[src/pb_macros.svh]
// packet buffer sizing constants
// bank count and per-bank address width
// metadata and data field widths
// usable depth for each port rate and occupancy count width

`ifndef PB_MACROS_SVH
`define PB_MACROS_SVH

// bank striping
`define PB_BANKS      4  // banks in the rotation
`define PB_BANK_ADRS  4  // 16 entries per bank

// segment fields
`define PB_TSMD_W     8   // timestamp/metadata
`define PB_D_W        32  // payload word
`define PB_WORD_W     (`PB_TSMD_W + `PB_D_W)

// usable depth per rate code
`define PB_DPTH_1     16  // 01
`define PB_DPTH_2     32  // 10
`define PB_DPTH_4     64  // 11, all four banks full
`define PB_CNT_W      7   // holds 0..64

`endif

[src/pb_mem_pkg.sv]
// memory side types of the packet buffer
// bank word union, per-bank command and read return

`default_nettype none

`include "pb_macros.svh"

package pb_mem_pkg;

  // field view of a stored word
  typedef struct packed {
    logic [`PB_TSMD_W-1:0] tsmd;
    logic [`PB_D_W-1:0]    d;
  } pb_word_t;

  // the bank only sees raw bits, the controller packs/unpacks fields
  typedef union packed {
    logic [`PB_WORD_W-1:0] raw;
    pb_word_t              f;
  } pb_word_u;

  // --------------------------------------------------
  // controller to bank shell, one per bank
  // --------------------------------------------------
  typedef struct packed {
    logic                     rd_en;
    logic                     wr_en;    // never together with rd_en
    logic [`PB_BANK_ADRS-1:0] adr;
    pb_word_u                 wr_data;
  } pb_shell_ctrl_t;

  // bank shell to controller
  typedef struct packed {
    logic     rd_valid;  // one cycle per read
    pb_word_u rd_data;
  } pb_shell_rdata_t;

endpackage

`default_nettype wire

[src/pb_seg_pkg.sv]
// segment side types of the packet buffer
// parser/shim segment struct and the port rate code

`default_nettype none

`include "pb_macros.svh"

package pb_seg_pkg;

  // --------------------------------------------------
  // one segment as seen by the parser and the shim
  // --------------------------------------------------
  typedef struct packed {
    logic                  valid;  // segment present this cycle
    logic [`PB_TSMD_W-1:0] tsmd;   // timestamp/metadata
    logic [`PB_D_W-1:0]    d;      // data word
  } pb_seg_t;

  // static port rate, sets the usable depth
  typedef enum logic [1:0] {
    RATE_OFF  = 2'b00,  // port disabled
    RATE_100G = 2'b01,  // 16 segments
    RATE_200G = 2'b10,  // 32 segments
    RATE_400G = 2'b11   // 64 segments
  } pb_rate_e;

endpackage

`default_nettype wire

[src/pb_bank_mem.sv]
// single-port bank memory shell
// 16 x 40 bit array, registered read data with a one-cycle read valid

`default_nettype none

`include "pb_macros.svh"

module pb_bank_mem (
  input  logic                        i_cclk,
  input  logic                        rst,
  input  pb_mem_pkg::pb_shell_ctrl_t  i_ctrl,
  output pb_mem_pkg::pb_shell_rdata_t o_rdata
);
  import pb_mem_pkg::*;

  localparam int DEPTH = 1 << `PB_BANK_ADRS;

  logic [`PB_WORD_W-1:0] mem [DEPTH];  // raw words only
  pb_word_u              rd_word_q;    // read data register
  logic                  rd_valid_q;

  // array access, one port shared by read and write
  always_ff @(posedge i_cclk) begin
    if (i_ctrl.wr_en) begin
      mem[i_ctrl.adr] <= i_ctrl.wr_data.raw;
    end
    if (i_ctrl.rd_en) begin
      rd_word_q.raw <= mem[i_ctrl.adr];  // holds until the next read
    end
  end

  always_ff @(posedge i_cclk) begin
    if (rst) rd_valid_q <= 1'b0;
    else     rd_valid_q <= i_ctrl.rd_en;  // pulse per read
  end

  assign o_rdata.rd_valid = rd_valid_q;
  assign o_rdata.rd_data  = rd_word_q;

  // the controller keeps each bank single-ported
  a_single_port : assert property (@(posedge i_cclk) disable iff (rst)
    !(i_ctrl.rd_en && i_ctrl.wr_en))
    else $error("bank read and write in the same cycle");

endmodule

`default_nettype wire

[src/pb_ctrl.sv]
// packet buffer controller
// round-robin bank striping, per-bank address pointers
// shared occupancy count with full/empty/drop
// shell command retiming and read data merge to the shim

`default_nettype none

`include "pb_macros.svh"

module pb_ctrl (
  input  logic                                         i_cclk,
  input  logic                                         rst,
  input  pb_seg_pkg::pb_rate_e                         i_port_rate,
  input  pb_seg_pkg::pb_seg_t                          i_seg,
  input  logic                                         i_rd,         // scheduler pull
  input  pb_mem_pkg::pb_shell_rdata_t [`PB_BANKS-1:0]  i_shell_rdata,
  output pb_mem_pkg::pb_shell_ctrl_t  [`PB_BANKS-1:0]  o_shell_ctrl,
  output pb_seg_pkg::pb_seg_t                          o_seg,
  output logic                                         o_full,
  output logic                                         o_empty,
  output logic                                         o_drop,
  output logic [`PB_CNT_W-1:0]                         o_used
);
  import pb_seg_pkg::*;
  import pb_mem_pkg::*;

  localparam logic [`PB_CNT_W-1:0] DPTH_1 = `PB_DPTH_1;
  localparam logic [`PB_CNT_W-1:0] DPTH_2 = `PB_DPTH_2;
  localparam logic [`PB_CNT_W-1:0] DPTH_4 = `PB_DPTH_4;

  pb_rate_e                 q_rate;
  logic [`PB_CNT_W-1:0]     depth;
  logic                     port_on;
  logic [`PB_CNT_W-1:0]     used_cnt;
  logic                     full, empty;
  logic                     wr_acc, rd_acc;
  logic [`PB_BANKS-1:0]     w_bnk, r_bnk;          // one-hot rotors
  logic [`PB_BANK_ADRS-1:0] w_adr [`PB_BANKS];
  logic [`PB_BANK_ADRS-1:0] r_adr [`PB_BANKS];
  logic [`PB_BANKS-1:0]     we_c, re_c;
  logic [`PB_BANK_ADRS-1:0] adr_c [`PB_BANKS];
  pb_word_u                 wr_word;
  logic                     drop_q, drop_qq;
  // stage 1, accepted operation per bank
  logic [`PB_BANKS-1:0]     q_we, q_re;
  logic [`PB_BANK_ADRS-1:0] q_adr [`PB_BANKS];
  pb_word_u                 q_wdata;               // one write per cycle at most
  // stage 2, shell command register
  logic [`PB_BANKS-1:0]     sh_we, sh_re;
  logic [`PB_BANK_ADRS-1:0] sh_adr [`PB_BANKS];
  pb_word_u                 sh_wdata;
  // read return path
  logic [`PB_BANKS-1:0]     rv_q;
  pb_word_u                 rd_q [`PB_BANKS];
  pb_word_u                 merge_word;
  logic                     seg_v_q;
  pb_word_u                 seg_word_q;

  // --------------------------------------------------
  // rate and depth
  // --------------------------------------------------
  always_ff @(posedge i_cclk) begin
    if (rst) q_rate <= RATE_OFF;
    else     q_rate <= i_port_rate;  // static, only retimed
  end

  always_comb begin
    unique case (q_rate)
      RATE_100G: depth = DPTH_1;
      RATE_200G: depth = DPTH_2;
      default:   depth = DPTH_4;     // off keeps max so count <= depth holds
    endcase
  end

  assign port_on = (q_rate != RATE_OFF);
  assign full    = (used_cnt == depth);
  assign empty   = (used_cnt == '0);

  // --------------------------------------------------
  // acceptance
  // --------------------------------------------------
  assign wr_acc = i_seg.valid & port_on & ~full;
  // same bank as an accepted write would need two ports
  assign rd_acc = i_rd & port_on & ~empty & ~(wr_acc & (r_bnk == w_bnk));

  always_comb begin
    for (int b = 0; b < `PB_BANKS; b++) begin
      we_c[b]  = wr_acc & w_bnk[b];
      re_c[b]  = rd_acc & r_bnk[b];
      adr_c[b] = we_c[b] ? w_adr[b] : r_adr[b];
    end
  end

  always_comb begin
    wr_word.f.tsmd = i_seg.tsmd;  // pack through the field view
    wr_word.f.d    = i_seg.d;
  end

  // rotors, address pointers and occupancy
  always_ff @(posedge i_cclk) begin
    if (rst) begin
      w_bnk    <= 'b1;
      r_bnk    <= 'b1;
      used_cnt <= '0;
      for (int b = 0; b < `PB_BANKS; b++) begin
        w_adr[b] <= '0;
        r_adr[b] <= '0;
      end
    end else begin
      if (wr_acc) w_bnk <= {w_bnk[`PB_BANKS-2:0], w_bnk[`PB_BANKS-1]};
      if (rd_acc) r_bnk <= {r_bnk[`PB_BANKS-2:0], r_bnk[`PB_BANKS-1]};
      if (wr_acc && !rd_acc)      used_cnt <= used_cnt + 1'b1;
      else if (rd_acc && !wr_acc) used_cnt <= used_cnt - 1'b1;
      for (int b = 0; b < `PB_BANKS; b++) begin
        if (we_c[b]) w_adr[b] <= w_adr[b] + 1'b1;  // wraps at 16
        if (re_c[b]) r_adr[b] <= r_adr[b] + 1'b1;
      end
    end
  end

  // drop pulse, two edges behind the refused segment
  always_ff @(posedge i_cclk) begin
    if (rst) begin
      drop_q  <= 1'b0;
      drop_qq <= 1'b0;
    end else begin
      drop_q  <= i_seg.valid & ~wr_acc;
      drop_qq <= drop_q;
    end
  end

  // --------------------------------------------------
  // shell command pipeline
  // --------------------------------------------------
  always_ff @(posedge i_cclk) begin
    if (rst) begin
      q_we  <= '0;
      q_re  <= '0;
      sh_we <= '0;
      sh_re <= '0;
    end else begin
      q_we  <= we_c;
      q_re  <= re_c;
      sh_we <= q_we;
      sh_re <= q_re;
    end
  end

  always_ff @(posedge i_cclk) begin
    q_adr    <= adr_c;
    sh_adr   <= q_adr;
    if (wr_acc) q_wdata <= wr_word;
    sh_wdata <= q_wdata;  // only sampled by the bank with wr_en
  end

  always_comb begin
    for (int b = 0; b < `PB_BANKS; b++) begin
      o_shell_ctrl[b].rd_en   = sh_re[b];
      o_shell_ctrl[b].wr_en   = sh_we[b];
      o_shell_ctrl[b].adr     = sh_adr[b];
      o_shell_ctrl[b].wr_data = sh_wdata;
    end
  end

  // --------------------------------------------------
  // read return, input stage then output stage
  // --------------------------------------------------
  always_ff @(posedge i_cclk) begin
    if (rst) rv_q <= '0;
    else for (int b = 0; b < `PB_BANKS; b++) rv_q[b] <= i_shell_rdata[b].rd_valid;
  end

  always_ff @(posedge i_cclk) begin
    for (int b = 0; b < `PB_BANKS; b++) begin
      rd_q[b] <= i_shell_rdata[b].rd_data;
    end
  end

  always_comb begin
    merge_word.raw = '0;
    for (int b = 0; b < `PB_BANKS; b++) begin
      if (rv_q[b]) merge_word.raw = merge_word.raw | rd_q[b].raw;  // at most one valid
    end
  end

  always_ff @(posedge i_cclk) begin
    if (rst) seg_v_q <= 1'b0;
    else     seg_v_q <= |rv_q;
  end

  always_ff @(posedge i_cclk) begin
    if (|rv_q) seg_word_q <= merge_word;
  end

  assign o_seg.valid = seg_v_q;
  assign o_seg.tsmd  = seg_word_q.f.tsmd;  // unpack
  assign o_seg.d     = seg_word_q.f.d;
  assign o_full      = full;
  assign o_empty     = empty;
  assign o_drop      = drop_qq;
  assign o_used      = used_cnt;

  // --------------------------------------------------
  // checks
  // --------------------------------------------------
  a_cnt_le_depth : assert property (@(posedge i_cclk) disable iff (rst)
    used_cnt <= depth)
    else $error("occupancy above selected depth");

  a_no_bank_rw : assert property (@(posedge i_cclk) disable iff (rst)
    (q_we & q_re) == '0)
    else $error("bank read and written in one cycle");

endmodule

`default_nettype wire

[src/pb_top.sv]
// packet buffer top level
// one controller driving four single-port bank shells

`default_nettype none

`include "pb_macros.svh"

module pb_top (
  input  logic                        i_cclk,
  input  logic                        rst,
  input  pb_seg_pkg::pb_rate_e        i_port_rate,
  input  pb_seg_pkg::pb_seg_t         i_seg,        // from the parser
  input  logic                        i_rd,         // from the scheduler
  output pb_seg_pkg::pb_seg_t         o_seg,        // to the shim
  output logic                        o_full,
  output logic                        o_empty,
  output logic [`PB_CNT_W-1:0]        o_used,
  output logic                        o_drop
);
  import pb_mem_pkg::*;

  pb_shell_ctrl_t  [`PB_BANKS-1:0] shell_ctrl;   // per-bank command
  pb_shell_rdata_t [`PB_BANKS-1:0] shell_rdata;  // per-bank read return

  pb_ctrl i_pb_ctrl (
    .i_cclk        (i_cclk),
    .rst           (rst),
    .i_port_rate   (i_port_rate),
    .i_seg         (i_seg),
    .i_rd          (i_rd),
    .i_shell_rdata (shell_rdata),
    .o_shell_ctrl  (shell_ctrl),
    .o_seg         (o_seg),
    .o_full        (o_full),
    .o_empty       (o_empty),
    .o_drop        (o_drop),
    .o_used        (o_used)
  );

  // one shell per bank in the rotation
  for (genvar g = 0; g < `PB_BANKS; g++) begin : g_bank
    pb_bank_mem i_pb_bank_mem (
      .i_cclk  (i_cclk),
      .rst     (rst),
      .i_ctrl  (shell_ctrl[g]),
      .o_rdata (shell_rdata[g])
    );
  end

endmodule

`default_nettype wire

[config.mk]
export PLATFORM = sky130hd
export DESIGN_NAME = pb_top
export DESIGN_NICKNAME = d
export VERILOG_FILES = /design/src/pb_mem_pkg.sv /design/src/pb_seg_pkg.sv /design/src/pb_bank_mem.sv /design/src/pb_ctrl.sv /design/src/pb_top.sv
export VERILOG_INCLUDE_DIRS = /design/src
export SDC_FILE = /design/constraint.sdc
export NUM_CORES = 2
export LEC_CHECK = 0
export BUFFER_PORTS_ARGS = -buffer_cell sky130_fd_sc_hd__buf_2
export CAP_MARGIN = 20
export CELL_PAD_IN_SITES_DETAIL_PLACEMENT = 1
export CELL_PAD_IN_SITES_GLOBAL_PLACEMENT = 1
export CORE_MARGIN = 2
export CORE_UTILIZATION = 45
export CTS_BUF_LIST = sky130_fd_sc_hd__clkbuf_16
export DETAILED_ROUTE_END_ITERATION = 6
export GPL_ROUTABILITY_DRIVEN = 0
export HOLD_SLACK_MARGIN = 0.02
export PLACE_DENSITY_LB_ADDON = 0.1
export SYNTH_ARGS = -nofsm -noshare
export SYNTH_HDL_FRONTEND = slang
export SYNTH_SLANG_ARGS = --single-unit
[constraint.sdc]
create_clock -name i_cclk -period 9.2 [get_ports i_cclk]
set_input_delay 1.38 -clock i_cclk [delete_from_list [all_inputs] [get_ports i_cclk]]
set_output_delay 1.38 -clock i_cclk [all_outputs]
set_load 0.02 [all_outputs]
Word level (Yosys, flattened, before mapping). Memory sizes are Yosys's and may differ from the RTL's. A register that Yosys moved wholly into a read port is not among the register bits. Index checks and enable logic that the tools add are counted.

$add $sub $neg: 10. Equal/unequal tests: 4. Muxes and demuxes: 53. Bitwise gates (word level): 30. Reductions and logical operators: 8.

Operator list (number): $mux 40 (4); $or 40x40->40 (3); $mux 4 (12); $mux 1 (34); $add 4x1->4 const B (8); $and 1x1->1 (15); $mux 7 (2); $pmux 7 s2 (1); $or 1x1->1 (8); $add 7x1->7 const B (1); $eq 7x7->1 (1); $logic_not 7->1 (1); $sub 7x1->7 const B (1); $eq 4x4->1 (1); $not 1->1 (4); $reduce_bool 2->1 (2); $reduce_or 4->1 (1); $eq 2x1->1 const B (1); $eq 2x2->1 const B (1); $logic_and 1x1->1 (2); $logic_not 1->1 (2).

Flip-flop bits (word level): 196. Bits in writable memories: 2752. Input bits: 46. Output and inout port bits: 51. Logic and storage cells: 139. Memories kept: 7.

Memory list: g_bank[0].i_pb_bank_mem.mem (depth 16, bits a word 40, read ports 1, clocked after memory_dff 1, write ports 1, line pb_bank_mem.sv:18) `` logic [`PB_WORD_W-1:0] mem [DEPTH]; ``; g_bank[1].i_pb_bank_mem.mem (depth 16, bits a word 40, read ports 1, clocked after memory_dff 1, write ports 1, line pb_bank_mem.sv:18); g_bank[2].i_pb_bank_mem.mem (depth 16, bits a word 40, read ports 1, clocked after memory_dff 1, write ports 1, line pb_bank_mem.sv:18); g_bank[3].i_pb_bank_mem.mem (depth 16, bits a word 40, read ports 1, clocked after memory_dff 1, write ports 1, line pb_bank_mem.sv:18); i_pb_ctrl.rd_q (depth 4, bits a word 40, read ports 4, clocked after memory_dff 0, write ports 4, line pb_ctrl.sv:54) `` pb_word_u rd_q [`PB_BANKS]; ``; i_pb_ctrl.r_adr (depth 4, bits a word 4, read ports 4, clocked after memory_dff 0, write ports 4, line pb_ctrl.sv:39) `` logic [`PB_BANK_ADRS-1:0] r_adr [`PB_BANKS]; ``; 1 more memories.

Longest topological paths before layout.
Word-level depth: 13. Mapped depth: 14. Mapped depth without buffers: 13.

Modules after synthesis. From an unflattened synthesis, not the netlist that was laid out.

Cells, all modules: 5062. Area, all modules: 113248.6 um^2.

By module, submodules not included: pb_bank_mem (g_bank[1].i_pb_bank_mem ...) (instances 3, cells each 1045, area an instance 25240.5 um^2, sequential area each 20439.6 um^2); pb_bank_mem (g_bank[0].i_pb_bank_mem) (instances 1, cells each 1045, area an instance 25238.0 um^2, sequential area each 20439.6 um^2); pb_ctrl (instances 1, cells each 882, area an instance 12289.3 um^2, sequential area each 8808.4 um^2).

Worst setup path before layout. OpenSTA, ideal clock, no wires.

Path kind: input-to-reg. Start: input port i_seg[40] in the netlist's numbering. End: register i_pb_ctrl.used_cnt[6], in the netlist i_pb_ctrl.o_used[6]. Library setup time: 0.071 ns. Data arrival time: 5.417 ns. Required time: 9.129 ns. Slack: 3.712 ns. Stages: 10. Buffers on the path: 1. Cells stage by stage: clkbuf_1 -> inv_1 -> nor2_1 -> ha_1 -> inv_1 -> fa_1 -> a211oi_1 -> o21ai_0 -> a31o_2 -> a21oi_1.

Word-level cells in the longest chain between the ends: 8. Elaborated cells on any way between the ends: 11. Those cells by class: 1 x mux; 5 x bitwise; 5 x reduce/logical.

RTL lines: from (decl) (line pb_top.sv:12) `input pb_seg_pkg::pb_seg_t i_seg,`; $and 1x1->1 * (2 in a row) (line pb_ctrl.sv:82) `assign wr_acc = i_seg.valid & port_on & ~full;`; $and 1x1->1 (line pb_ctrl.sv:84) `assign rd_acc = i_rd & port_on & ~empty & ~(wr_acc & (r_bnk == w_bnk));`; $not 1->1 (line pb_ctrl.sv:84); $and 1x1->1 (line pb_ctrl.sv:84); $logic_not 1->1 (line pb_ctrl.sv:112) `if (wr_acc && !rd_acc) used_cnt <= used_cnt + 1'b1;`; $logic_and 1x1->1 (line pb_ctrl.sv:112); $mux 7 / $reduce_bool 2->1 (equally long branches); to (signal assigned) (line pb_ctrl.sv:112); to (signal assigned) (line pb_ctrl.sv:113) `else if (rd_acc && !wr_acc) used_cnt <= used_cnt - 1'b1;`; to (decl) (line pb_ctrl.sv:34) `` logic [`PB_CNT_W-1:0] used_cnt; ``.

Every way passes the cells marked *; elsewhere a longest branch is shown, timed or not. A chain may end at the register's enable or synchronous reset.

Final worst setup path.
Start: register i_pb_ctrl.q_rate[0]. End: register i_pb_ctrl.used_cnt[6], in the netlist i_pb_ctrl.o_used[6].

Word-level cells in the longest chain between the ends: 11. Elaborated cells on any way between the ends: 19. Those cells by class: 3 x eq/ne; 2 x mux; 8 x bitwise; 6 x reduce/logical.

RTL lines: from (decl) (line pb_ctrl.sv:31) `pb_rate_e q_rate;`; from (signal assigned) (line pb_ctrl.sv:64) `else q_rate <= i_port_rate;`; $eq 2x2->1 / $eq 2x1->1 (equally long branches) (line pb_ctrl.sv:68) `unique case (q_rate)`; $pmux 7 s2 (line pb_ctrl.sv:68); $eq 7x7->1 (line pb_ctrl.sv:76) `assign full = (used_cnt == depth);`; $not 1->1 (line pb_ctrl.sv:82); $and 1x1->1 (line pb_ctrl.sv:82); $and 1x1->1 (line pb_ctrl.sv:84); $not 1->1 (line pb_ctrl.sv:84); $and 1x1->1 (line pb_ctrl.sv:84); $logic_not 1->1 (line pb_ctrl.sv:112); $logic_and 1x1->1 (line pb_ctrl.sv:112); $mux 7 / $reduce_bool 2->1 (equally long branches).

Several ways; a longest one is shown, not always the timed one.

==> reports/summary.md <==
- **number of enable-type register cells in the synthesized netlist** 2832
- **Simple-Gate Fraction of Synth Area** 1.12%
- **accumulated negative setup slack** 0 ns
- **maximum capacitance violations** 0
- **H-Tree Depth** 5
- **die span in y** 504 microns
- **Register-to-Register Setup Slack** 5.07 ns
- **count of port buffers added during placement** 96
- **Nets** 5001
- **standby leakage power** 40.1 nW
- **Clock transition at path regs** 0.06 ns
- **biggest fanout along the worst timing path** 15
- **number of instances in the synthesized netlist** 4576
- **combined global-route utilization of all metal layers** 22.6%
- **number of clock buffers inserted by TritonCTS** 337
- **post-cts resize count** 0
- **core region area** 248000 sq um
- **Seq. cell area** 90700 sq um
- **synthesized area divided by synthesized cell count** 24.5 sq um
- **minimum period implied by the final worst setup slack** 4.13 ns
- **dominant combinational cell family by area after synthesis** multiplexers
- **data required time at the worst endpoint** 10.05 ns
- **Most used DFF post-synth** sky130_fd_sc_hd__edfxtp_1
- **Worst Reg2Reg Path Length in Cells** 13
- **xor and xnor fraction of the mapped netlist area** 0.203%
- **Slew Viols, Final** 0
- **vias in the first global route** 52400
- **classification of the worst-slack hold path** reg -> reg
- **number of design-rule violations left by the first detailed-router iteration** 5257
- **netlist area before placement** 112000 sq um
- **Syn Nets** 4640
- **initial core utilization** 45.2%
- **maximum clock path buffer count** 4
- **number of nets still failing antenna checks after routing** 0
- **CTS tree** done
- **Skew-Pair Late Insertion Delay** 0.95 ns
- **average detailed-routed wire length per instance** 33.1 microns
- **area added between synthesis and finish** 14.0%
- **Power per Cell Area** 240 nW/um^2
- **largest net degree at the start of global routing** 136
- **detail-routed via count per cell** 5.78
- **final HPWL from detailed placement** 159 mm
- **endpoint kind of the worst setup timing path** flop
- **ordered cell list for the critical path** inv_1, ha_1, xnor2_1, o41a_1, a31oi_4, inv_2, ha_1, inv_1, fa_1, a211oi_1, o21ai_0, a31o_2, a21oi_1
- **critical path class** reg -> reg
- **worst-case clock skew** 0.0630 ns
- **Warnings, synthesis** 0
- **hold-critical path depth** 0
- **Slowest-stage cell, CP** sky130_fd_sc_hd__o41a_1
- **number of vias in the routed layout** 49300
- **global-route wire length before repair** 402 mm
- **DIE WIDTH** 504 microns
- **RSZ-0062 raised after global routing** false
- **result of the run** completed
- **WP data arrival** 4.98 ns
- **VDD IR max** 0.197 mV
- **multi-input combinational cell area** 21300 sq um
- **highest attainable clock frequency** 242 MHz
- **FP Rows** 183
- **clock sink total** 3108
- **TritonRoute pass-1 iters** 5
- **gr ovfl total** 0
- **WHS** 0.328 ns
- **slowest stage delay, CP** 0.63 ns
- **ratio of final minimum period to clock period** 44.9%
- **buffer and inverter count on the worst path** 3
- **synth unique cells** 53
- **asr flop ratio synth** 0%
- **family with the most delay on the worst path** compound AO/OA/AOI/OAI gates
- **start point of the worst hold path** i_pb_ctrl.q_adr[14]
- **Relative slew margins** 27.5%
- **end of the worst register-to-register path** i_pb_ctrl.o_used[6]
- **IO Count** 97
- **actual transition at the worst max-transition pin** 1.09 ns
- **DRC errors left** 0
- **Hold Vio Cnt, Final** 0
- **overall die area** 254000 sq um
- **routed wire length** 282 mm
- **fraction of final layout cells with drive strength greater than 1** 31.3%
- **sort of element at the start of the critical path** flop
- **antenna violations before repair** 32
- **total setup buffers inserted after CTS** 0
- **total setup violations reported at the end of the flow** 0
- **Min-Delay Endpoint** i_pb_ctrl.o_shell_ctrl[42]
- **most area-consuming cells after synthesis** sky130_fd_sc_hd__edfxtp_1, sky130_fd_sc_hd__mux4_2, sky130_fd_sc_hd__dfxtp_1
- **library cell with the largest summed area after synthesis** sky130_fd_sc_hd__edfxtp_1
- **area fraction in compound gates after synthesis** 0.785%
- **worst r2r src** i_pb_ctrl.q_rate[0]
- **fraction of synthesized area in multiplexers** 16.2%
- **Post-Synth Adder-Cell Area** 0.207%
- **filler instances** 21100
- **post-synth top area share** 75.7%
- **clock tree root buffer cell** sky130_fd_sc_hd__clkbuf_16
- **number of synthesized register bits** 3108
- **sequential share of the synthesized area** 80.6%
- **hold buffer count at CTS** 0
==> stage by stage <==
stage               util, %  cells  setup WS [ns]  power, mW  instance area [sq um]
finish                 51.5   8528           5.07       30.7                 128000
global route           51.5   8521           4.76       31.7                 128000
CTS                    51.5   8519           5.12       31.0                 128000
detailed placement     47.4   7927           5.15       18.4                 118000
global placement       47.4   7925           5.12       18.4                 118000
floorplan                 -   4576           3.71       17.6                 112000
==> sequential cells by signal (all words and copies together), names as in the netlist, 7 cells and up <==
register,count
i_pb_ctrl.rd_q,160
i_pb_ctrl.q_wdata,40
i_pb_ctrl.r_adr,16
i_pb_ctrl.sh_wdata,40
i_pb_ctrl.o_shell_ctrl,16
i_pb_ctrl.seg_word_q,40
g_bank.i_pb_bank_mem.rd_word_q,160
i_pb_ctrl.o_used,7
g_bank.i_pb_bank_mem.mem,2560
i_pb_ctrl.w_adr,16
i_pb_ctrl.q_adr,16
==> layout make-up <==
type | count | share of cell area, %
Tap cell | 3330 | 3.25
Inverter | 19 | 0.0557
Clock inverter | 244 | 1.17
Clock buffer | 348 | 6.80
Timing Repair Buffer | 240 | 1.27
Antenna cell | 8 | 0.0156
Sequential cell | 3108 | 70.8
Multi-Input combinational cell | 1231 | 16.6
==> power breakdown <==
group | internal, mW | switching [mW]
clock | 7.30 | 5.33
sequential | 15.7 | 0.254
combinational | 0.884 | 1.18
total | 23.9 | 6.77
==> layer usage <==
layer / global-route usage (%) / vias up / wire (microns)
met3: 4.72 / 383 / 20700
met1: 32.1 / 27100 / 118000
met4: 5.42 / 4 / 6220
met5: 0 / - / 23
met2: 36.1 / 1606 / 137000
li1: - / 20200 / -
==> cell usage in the layout (no fill, tap or decap), types with 5 or more instances in the layout <==
master,instances
sky130_fd_sc_hd__edfxtp_1,2832
sky130_fd_sc_hd__mux4_2,800
sky130_fd_sc_hd__clkbuf_16,348
sky130_fd_sc_hd__dfxtp_1,212
sky130_fd_sc_hd__buf_4,136
sky130_fd_sc_hd__buf_2,96
sky130_fd_sc_hd__inv_1,95
sky130_fd_sc_hd__clkinv_1,91
sky130_fd_sc_hd__a22oi_1,80
sky130_fd_sc_hd__nand2_1,54
sky130_fd_sc_hd__nor2_4,49
sky130_fd_sc_hd__clkinv_2,46
sky130_fd_sc_hd__dfxtp_2,45
sky130_fd_sc_hd__nor2_1,32
sky130_fd_sc_hd__nand3_1,25
sky130_fd_sc_hd__nor2b_1,22
sky130_fd_sc_hd__nor3_2,19
sky130_fd_sc_hd__dfxtp_4,19
sky130_fd_sc_hd__bufinv_16,18
sky130_fd_sc_hd__ha_1,17
sky130_fd_sc_hd__mux2_2,16
sky130_fd_sc_hd__xnor2_1,14
sky130_fd_sc_hd__xor2_1,12
sky130_fd_sc_hd__nand2b_1,9
sky130_fd_sc_hd__nand3b_1,9
sky130_fd_sc_hd__diode_2,8
sky130_fd_sc_hd__o21ai_0,6
sky130_fd_sc_hd__a21oi_1,6
sky130_fd_sc_hd__clkinvlp_4,6
sky130_fd_sc_hd__a21o_1,5
sky130_fd_sc_hd__nand4_1,5
sky130_fd_sc_hd__inv_6,5
sky130_fd_sc_hd__buf_12,5
==> kinds of logic (layout without fill, tap and decap cells) <==
| kind of cell | count (synthesis) | after routing |
|---|---|---|
| AO/OA/AOI/OAI | 117 | 117 |
| AND/OR/NAND/NOR | 253 | 253 |
| XOR/XNOR | 26 | 26 |
| buffers and inverters | 237 | 851 |
| multiplexers | 817 | 817 |
| other | 0 | 8 |
| adder cells (fa/ha/maj) | 18 | 18 |
| flip-flops | 3108 | 3108 |
==> synthesized netlist by cell type (2+ instances only) <==
library cell / instances
sky130_fd_sc_hd__nor4_2: 2
sky130_fd_sc_hd__nor2b_1: 22
sky130_fd_sc_hd__nand4_1: 5
sky130_fd_sc_hd__ha_1: 17
sky130_fd_sc_hd__and2_1: 3
sky130_fd_sc_hd__buf_2: 30
sky130_fd_sc_hd__xor2_1: 12
sky130_fd_sc_hd__nor4_1: 4
sky130_fd_sc_hd__dfxtp_1: 276
sky130_fd_sc_hd__nor2_1: 81
sky130_fd_sc_hd__a21oi_1: 6
sky130_fd_sc_hd__and3_1: 4
sky130_fd_sc_hd__inv_1: 18
sky130_fd_sc_hd__or3b_2: 4
sky130_fd_sc_hd__nand2b_1: 9
sky130_fd_sc_hd__xnor2_1: 14
sky130_fd_sc_hd__nor3_1: 20
sky130_fd_sc_hd__nand3_1: 25
sky130_fd_sc_hd__edfxtp_1: 2832
sky130_fd_sc_hd__nand2_1: 54
sky130_fd_sc_hd__o31ai_1: 2
sky130_fd_sc_hd__mux2_2: 16
sky130_fd_sc_hd__o311ai_0: 2
sky130_fd_sc_hd__a22oi_1: 80
sky130_fd_sc_hd__o211ai_1: 4
sky130_fd_sc_hd__nor4b_1: 3
sky130_fd_sc_hd__nand3b_1: 9
sky130_fd_sc_hd__clkbuf_1: 129
sky130_fd_sc_hd__mux4_2: 800
sky130_fd_sc_hd__a211oi_1: 3
sky130_fd_sc_hd__a21o_1: 5
sky130_fd_sc_hd__nor3_2: 3
sky130_fd_sc_hd__o21ai_0: 6
sky130_fd_sc_hd__buf_1: 57
==> worst max path at each step <==
stage               depth (start not counted)                 from  slack, ns             endpoint
floorplan                                  10            i_seg[40]       3.71  i_pb_ctrl.o_used[6]
global placement                           12                 i_rd       5.12  i_pb_ctrl.o_used[6]
detailed placement                         13  i_pb_ctrl.q_rate[0]       5.15  i_pb_ctrl.o_used[6]
CTS                                        13  i_pb_ctrl.q_rate[0]       5.12  i_pb_ctrl.o_used[6]
global route                               13  i_pb_ctrl.q_rate[0]       4.76  i_pb_ctrl.o_used[6]
finish                                     13  i_pb_ctrl.q_rate[0]       5.07  i_pb_ctrl.o_used[6]
(Power assumes the default switching activity.)
